<file path="src/verilog/axi_rd_pkg.sv">
package axi_rd_pkg;

    // bus geometry
    localparam int ADDR_W = 32;
    localparam int DATA_W = 32;
    localparam int ID_W   = 4;
    localparam int LEN_W  = 8;    // burst length in beats, 1 to 255

    typedef logic [ADDR_W-1:0] addr_t;
    typedef logic [DATA_W-1:0] data_t;
    typedef logic [LEN_W-1:0]  burst_len_t;

    // the encoding doubles as arid / rid
    typedef enum logic [ID_W-1:0] {
        MST_DCACHE = ID_W'(0),
        MST_ICACHE = ID_W'(1)
    } master_e;

    typedef enum logic [1:0] {
        ST_IDLE = 2'b00,    // waiting for a request
        ST_ADDR = 2'b01,    // arvalid up
        ST_DATA = 2'b10     // collecting beats
    } bridge_state_e;

endpackage

</file>
<file path="src/verilog/rd_req_if.sv">
`timescale 1ns/1ns

// one master's read request, held until ready pulses
interface rd_req_if;

    logic                   valid;
    axi_rd_pkg::addr_t      addr;    // byte address, word aligned
    axi_rd_pkg::burst_len_t len;     // beats, never zero
    logic                   ready;   // single cycle grant pulse

    // arbiter side sees the request level and answers it
    modport grant_mp (
        input  valid,
        output ready
    );

    // address mux side only needs the payload
    modport fetch_mp (
        input  addr,
        input  len
    );

endinterface

</file>
<file path="src/verilog/rd_arbiter_ctrl.sv">
`timescale 1ns/1ns

module rd_arbiter_ctrl (
    input  logic                aclk,
    input  logic                rst_n_i,
    input  logic                arready_i,
    input  logic                burst_done_i,
    rd_req_if.grant_mp          dcache_req,
    rd_req_if.grant_mp          icache_req,
    output axi_rd_pkg::master_e grant_o,
    output logic                latch_o,
    output logic                ar_phase_o
);
    import axi_rd_pkg::*;

    bridge_state_e state_q;
    bridge_state_e state_d;
    master_e       last_q;      // winner of the previous grant
    master_e       pick;
    logic          any_req;

    assign any_req = dcache_req.valid | icache_req.valid;

    // round robin pick, only the loser of last time wins a tie
    always_comb begin
        pick = MST_DCACHE;
        if (dcache_req.valid && icache_req.valid) begin
            pick = (last_q == MST_DCACHE) ? MST_ICACHE : MST_DCACHE;
        end else if (icache_req.valid) begin
            pick = MST_ICACHE;
        end
    end

    assign latch_o    = (state_q == ST_IDLE) && any_req;
    assign grant_o    = pick;
    assign ar_phase_o = (state_q == ST_ADDR);

    assign dcache_req.ready = latch_o && (pick == MST_DCACHE);
    assign icache_req.ready = latch_o && (pick == MST_ICACHE);

    always_comb begin
        state_d = state_q;
        case (state_q)
            ST_IDLE: begin
                if (any_req) begin
                    state_d = ST_ADDR;
                end
            end
            ST_ADDR: begin
                if (arready_i) begin
                    state_d = ST_DATA;
                end
            end
            ST_DATA: begin
                if (burst_done_i) begin
                    state_d = ST_IDLE;    // no grant in this cycle
                end
            end
            default: state_d = ST_IDLE;
        endcase
    end

    always_ff @(posedge aclk or negedge rst_n_i) begin
        if (!rst_n_i) begin
            state_q <= ST_IDLE;
            last_q  <= MST_ICACHE;    // data side first after reset
        end else begin
            state_q <= state_d;
            if (latch_o) begin
                last_q <= pick;
            end
        end
    end

    // a master keeps its request up until the grant pulse takes it
    a_dcache_hold: assert property (@(posedge aclk) disable iff (!rst_n_i)
        dcache_req.valid && !dcache_req.ready |=> dcache_req.valid);

    a_icache_hold: assert property (@(posedge aclk) disable iff (!rst_n_i)
        icache_req.valid && !icache_req.ready |=> icache_req.valid);

    // the router may only report a finished burst while data is expected
    a_done_in_data: assert property (@(posedge aclk) disable iff (!rst_n_i)
        burst_done_i |-> state_q == ST_DATA);

endmodule

</file>
<file path="src/verilog/ar_channel_mux.sv">
`timescale 1ns/1ns

module ar_channel_mux (
    input  logic                   aclk,
    input  logic                   rst_n_i,
    input  axi_rd_pkg::master_e    grant_i,
    input  logic                   latch_i,
    input  logic                   ar_phase_i,
    rd_req_if.fetch_mp             dcache_req,
    rd_req_if.fetch_mp             icache_req,
    output logic                   arvalid_o,
    output axi_rd_pkg::master_e    arid_o,
    output axi_rd_pkg::addr_t      araddr_o,
    output axi_rd_pkg::burst_len_t arlen_o
);
    import axi_rd_pkg::*;

    addr_t      sel_addr;
    burst_len_t sel_len;

    // payload of whichever master the arbiter picked
    always_comb begin
        if (grant_i == MST_ICACHE) begin
            sel_addr = icache_req.addr;
            sel_len  = icache_req.len;
        end else begin
            sel_addr = dcache_req.addr;
            sel_len  = dcache_req.len;
        end
    end

    // fields stay put through the whole address phase
    always_ff @(posedge aclk or negedge rst_n_i) begin
        if (!rst_n_i) begin
            arid_o   <= MST_DCACHE;
            araddr_o <= '0;
            arlen_o  <= '0;
        end else if (latch_i) begin
            arid_o   <= grant_i;
            araddr_o <= sel_addr;
            arlen_o  <= sel_len - burst_len_t'(1);    // axi counts beats minus one
        end
    end

    assign arvalid_o = ar_phase_i;

    // a zero length request would wrap arlen to 255
    a_len_nonzero: assert property (@(posedge aclk) disable iff (!rst_n_i)
        latch_i |-> sel_len != '0);

endmodule

</file>
<file path="src/verilog/r_channel_router.sv">
`timescale 1ns/1ns

module r_channel_router (
    input  logic                   aclk,
    input  logic                   rst_n_i,
    input  axi_rd_pkg::master_e    rid_i,
    input  axi_rd_pkg::data_t      rdata_i,
    input  logic                   rlast_i,
    input  logic                   rvalid_i,
    input  axi_rd_pkg::burst_len_t arlen_i,
    output logic                   dcache_valid_o,
    output logic                   dcache_last_o,
    output axi_rd_pkg::data_t      dcache_data_o,
    output logic                   icache_valid_o,
    output logic                   icache_last_o,
    output axi_rd_pkg::data_t      icache_data_o,
    output logic                   burst_done_o
);
    import axi_rd_pkg::*;

    logic       to_dcache;
    logic       to_icache;
    burst_len_t beat_cnt;    // beats already seen in this burst

    // rid names the master directly
    assign to_dcache = rvalid_i && (rid_i == MST_DCACHE);
    assign to_icache = rvalid_i && (rid_i == MST_ICACHE);

    assign dcache_valid_o = to_dcache;
    assign dcache_last_o  = to_dcache && rlast_i;
    assign dcache_data_o  = rdata_i;

    assign icache_valid_o = to_icache;
    assign icache_last_o  = to_icache && rlast_i;
    assign icache_data_o  = rdata_i;

    assign burst_done_o = rvalid_i && rlast_i;

    always_ff @(posedge aclk or negedge rst_n_i) begin
        if (!rst_n_i) begin
            beat_cnt <= '0;
        end else if (rvalid_i) begin
            if (rlast_i) begin
                beat_cnt <= '0;    // ready for the next burst
            end else begin
                beat_cnt <= beat_cnt + burst_len_t'(1);
            end
        end
    end

    // slave must end the burst exactly after arlen + 1 beats
    a_last_on_count: assert property (@(posedge aclk) disable iff (!rst_n_i)
        rvalid_i |-> (rlast_i == (beat_cnt == arlen_i)));

endmodule

</file>
<file path="src/verilog/axi_rd_bridge_top.sv">
`timescale 1ns/1ns

module axi_rd_bridge_top (
    input  logic                   aclk,
    input  logic                   rst_n_i,
    // data side master
    input  logic                   dcache_rd_valid_i,
    input  axi_rd_pkg::addr_t      dcache_rd_addr_i,
    input  axi_rd_pkg::burst_len_t dcache_rd_len_i,
    output logic                   dcache_rd_ready_o,
    output logic                   dcache_data_valid_o,
    output logic                   dcache_data_last_o,
    output axi_rd_pkg::data_t      dcache_data_o,
    // instruction side master
    input  logic                   icache_rd_valid_i,
    input  axi_rd_pkg::addr_t      icache_rd_addr_i,
    input  axi_rd_pkg::burst_len_t icache_rd_len_i,
    output logic                   icache_rd_ready_o,
    output logic                   icache_data_valid_o,
    output logic                   icache_data_last_o,
    output axi_rd_pkg::data_t      icache_data_o,
    // axi read address channel
    output logic                   arvalid_o,
    input  logic                   arready_i,
    output axi_rd_pkg::master_e    arid_o,
    output axi_rd_pkg::addr_t      araddr_o,
    output axi_rd_pkg::burst_len_t arlen_o,
    // axi read data channel, always accepted
    input  axi_rd_pkg::master_e    rid_i,
    input  axi_rd_pkg::data_t      rdata_i,
    input  logic                   rlast_i,
    input  logic                   rvalid_i
);
    import axi_rd_pkg::*;

    master_e grant;
    logic    latch;
    logic    ar_phase;
    logic    burst_done;

    rd_req_if dcache_req ();
    rd_req_if icache_req ();

    assign dcache_req.valid  = dcache_rd_valid_i;
    assign dcache_req.addr   = dcache_rd_addr_i;
    assign dcache_req.len    = dcache_rd_len_i;
    assign dcache_rd_ready_o = dcache_req.ready;

    assign icache_req.valid  = icache_rd_valid_i;
    assign icache_req.addr   = icache_rd_addr_i;
    assign icache_req.len    = icache_rd_len_i;
    assign icache_rd_ready_o = icache_req.ready;

    rd_arbiter_ctrl u_ctrl (
        .aclk         (aclk),
        .rst_n_i      (rst_n_i),
        .arready_i    (arready_i),
        .burst_done_i (burst_done),
        .dcache_req   (dcache_req.grant_mp),
        .icache_req   (icache_req.grant_mp),
        .grant_o      (grant),
        .latch_o      (latch),
        .ar_phase_o   (ar_phase)
    );

    ar_channel_mux u_ar (
        .aclk       (aclk),
        .rst_n_i    (rst_n_i),
        .grant_i    (grant),
        .latch_i    (latch),
        .ar_phase_i (ar_phase),
        .dcache_req (dcache_req.fetch_mp),
        .icache_req (icache_req.fetch_mp),
        .arvalid_o  (arvalid_o),
        .arid_o     (arid_o),
        .araddr_o   (araddr_o),
        .arlen_o    (arlen_o)
    );

    r_channel_router u_r (
        .aclk           (aclk),
        .rst_n_i        (rst_n_i),
        .rid_i          (rid_i),
        .rdata_i        (rdata_i),
        .rlast_i        (rlast_i),
        .rvalid_i       (rvalid_i),
        .arlen_i        (arlen_o),    // beat count reference
        .dcache_valid_o (dcache_data_valid_o),
        .dcache_last_o  (dcache_data_last_o),
        .dcache_data_o  (dcache_data_o),
        .icache_valid_o (icache_data_valid_o),
        .icache_last_o  (icache_data_last_o),
        .icache_data_o  (icache_data_o),
        .burst_done_o   (burst_done)
    );

endmodule

</file>
<file path="config.mk">
export PLATFORM = sky130hd
export DESIGN_NAME = axi_rd_bridge_top
export DESIGN_NICKNAME = d
export VERILOG_FILES = /design/src/verilog/axi_rd_pkg.sv /design/src/verilog/rd_req_if.sv /design/src/verilog/rd_arbiter_ctrl.sv /design/src/verilog/ar_channel_mux.sv /design/src/verilog/r_channel_router.sv /design/src/verilog/axi_rd_bridge_top.sv
export SDC_FILE = /design/constraint.sdc
export NUM_CORES = 1
export LEC_CHECK = 0
export BUFFER_PORTS_ARGS = -buffer_cell sky130_fd_sc_hd__buf_2
export CORE_ASPECT_RATIO = 0.5
export CORE_MARGIN = 2
export CORE_UTILIZATION = 42
export DETAILED_ROUTE_END_ITERATION = 12
export PLACE_DENSITY_LB_ADDON = 0.08
export SYNTH_ARGS = -nofsm -noshare
export SYNTH_HDL_FRONTEND = slang
export SYNTH_SLANG_ARGS = --single-unit
</file>
<file path="constraint.sdc">
create_clock -name aclk -period 4.9 [get_ports aclk]
set_clock_uncertainty 0.05 [all_clocks]
set_input_delay 0.245 -clock aclk [delete_from_list [all_inputs] [get_ports aclk]]
set_output_delay 0.245 -clock aclk [all_outputs]
set_load 0.1 [all_outputs]
</file>
==> qor.csv <==
metric,value,unit
status,completed,
CP Class,flop to output port,
synth unique cells,40,
chip height,61.5,um
kind of cell adding the most delay to the critical path,simple AND/OR/NAND/NOR gates,
Hold Buf Count CTS,0,
crit end category,output port,
gr usage total,18.0,%
H-tree depth,2,
vias per cell,4.85,
vias,2196,
clock latency on the worst-skew pair,0.28,ns
RSZ-0062 raised after global routing,no,
CP Max Fanout,34,
synthesized cell area,0.00278,sq mm
Setup Buffers After CTS,0,
Final nets,488,
Core Box Area,0.00623,sq mm
Post-synth EDFFs,0,
Max Transition Viols Final,0,
post-synth top area cell,dfrtp_1,
area delta synth->final,12.9,%
Site Rows,20,
"Worst Setup Slack, final",2.26,ns
Reg2Reg Capture Point,u_ar.arlen_o[6],
number of buffers added on ports,138,
layout cells sized above 1,47.1,%
final hold vios,0,
Place WS,2.29,ns
Routed WL,6890,um
1st-pass router iterations,4,
Die Wd,119,um
CP arrival,2.35,ns
ANT cells,0,
Final Critical Period,2.64,ns
first-pass GRT wire length,10400,um
design area,0.00313,sq mm
"most common cell after layout, fill and taps aside",buf_2,
clk slew on worst S/H paths,0.06,ns
Clock Tree Buf Depth,2,
# Max-Cap Violations,0,
final cell count without fillers,453,
GR Overflow Total,0,
Crit path required time,4.61,ns
CTS buffer count,5,
Worst Hold Class,input port to asynchronous set/reset pin,
synth warn,0,
Peak Freq,378,MHz
Relative slew margins,34.9,%
die area,0.00731,sq mm
initial antenna violation count,0,
final setup violation count,0,
CTS resizes,0,
Worst R2R Setup Slack,2.26,ns
"Seq/Total Area, Yosys",39.7,%
I/O pin cnt,238,
CTS tree,yes,
vias in the first global route,2116,
number of remaining DRC errors,0,
"leading cell types in the layout, fill and taps excluded","138 x buf_2, 77 x nand2_1, 43 x dfrtp_1",
Worst Tran Pin Value,0.976,ns
Synth Area per Inst,9.41,sq um
ys async rst share,100,%
Area contributors post-synth,"dfrtp_1 39%, buf_4 19%, nand2_1 10%",
CP Launch Type,flop,
R2R cell count,7,
"Critical Path, Cell by Cell",a21bo_1 > and3_4 > buf_2,
clock sink count,44,
placed cell area,0.00299,sq mm
post-route ant nets,0,
Setup TNS Final,0,ns
Crit-path slowest cell,and3_4,
RR Startpoint,u_ctrl.last_q[0],
dpl cells,445,
Yosys reg bits,44,
Yosys top cell area share,38.8,%
ys flop type,dfrtp_1,
Cells after Synth,295,
pin count of the biggest net entering global routing,45,
GP Congestion,0.879,
Worst path max stage delay,0.60,ns
drt initial violations,79,
DP HPWL,5420,um
CP Buf/Inv Count,1,
clk root buf,clkbuf_16,
Initial Util,44.5,%
period utilization,54.0,%
routed len/inst,15.2,um
[through the flow]
| stage | utilization (%) | hold WS [ns] |
|---|---|---|
| after floorplan | - | -0.101 |
| after detailed placement | 48.0 | 0.400 |
| after global routing | 50.3 | 0.134 |
| after global placement | 48.0 | 0.395 |
| after CTS | 50.3 | 0.120 |
| final | 50.3 | 0.0601 |
[Yosys cell counts (2+ instances only)]
library cell	number
buf_6	4
o21ai_0	6
nand3_1	2
nor2_1	6
nor3_1	5
a21o_1	2
nor3b_1	2
a22oi_1	15
nor4_1	3
buf_4	70
buf_2	4
mux2_2	2
nand2_1	77
inv_1	2
o21ai_1	2
mux2i_1	6
or3_1	2
dfrtp_1	43
xor2_1	5
a22oi_2	17
[kinds of logic (layout without fill, tap and decap cells)]
family / Yosys count / count (layout) / share of synthesized area, %
mux: 8 / 8 / 2.98
compound gates: 48 / 48 / 15.6
buf+inv: 82 / 150 / 22.2
other cells: 1 / 3 / 0.135
xor+xnor: 6 / 6 / 1.89
fa+ha+maj: 1 / 1 / 0.451
flops: 44 / 44 / 39.7
simple gates: 105 / 105 / 17.0
[how the worst max path moves through the flow]
stage	startpoint	end	slack, ns	cells after the start
after global placement	u_ctrl.last_q[0]	u_ar.arlen_o[6]	2.37	7
after detailed placement	u_ctrl.last_q[0]	u_ar.arlen_o[6]	2.29	7
final	u_ctrl.last_q[0]	dcache_rd_ready_o	2.26	3
after global routing	u_ctrl.last_q[0]	u_ar.arlen_o[6]	2.01	7
after floorplan	u_ctrl.last_q[0]	u_ar.arlen_o[6]	2.70	8
after CTS	u_ctrl.last_q[0]	dcache_rd_ready_o	2.24	3
[metal layers]
layer | vias up | wire [um] | track usage [%]
li1 | 1067 | - | -
met1 | 1007 | 2560 | 20.0
met2 | 118 | 3600 | 34.0
met3 | 4 | 691 | 7.22
met4 | 0 | 36 | 3.57
met5 | - | 0 | 0
[state kept, by name (all words and copies together), names as in the netlist]
register and cells:
u_ar.araddr_o 32, u_ar.arid_o 1, u_ar.arlen_o 8, u_ctrl.last_q 1, u_ctrl.state_q 2
[area by class of cell]
type	instances	area, sq um
Tap cell	88	110
Timing Repair Buffer	140	706
Clock buffer	5	125
Sequential cell	44	1100
Fill cell	630	3100
Multi-Input combinational cell	171	1060
Inverter	2	7.51
Clock inverter	3	18.8
Power is not shown: default switching activity piles up to over one toggle a cycle in this logic, so the estimate is an artifact.
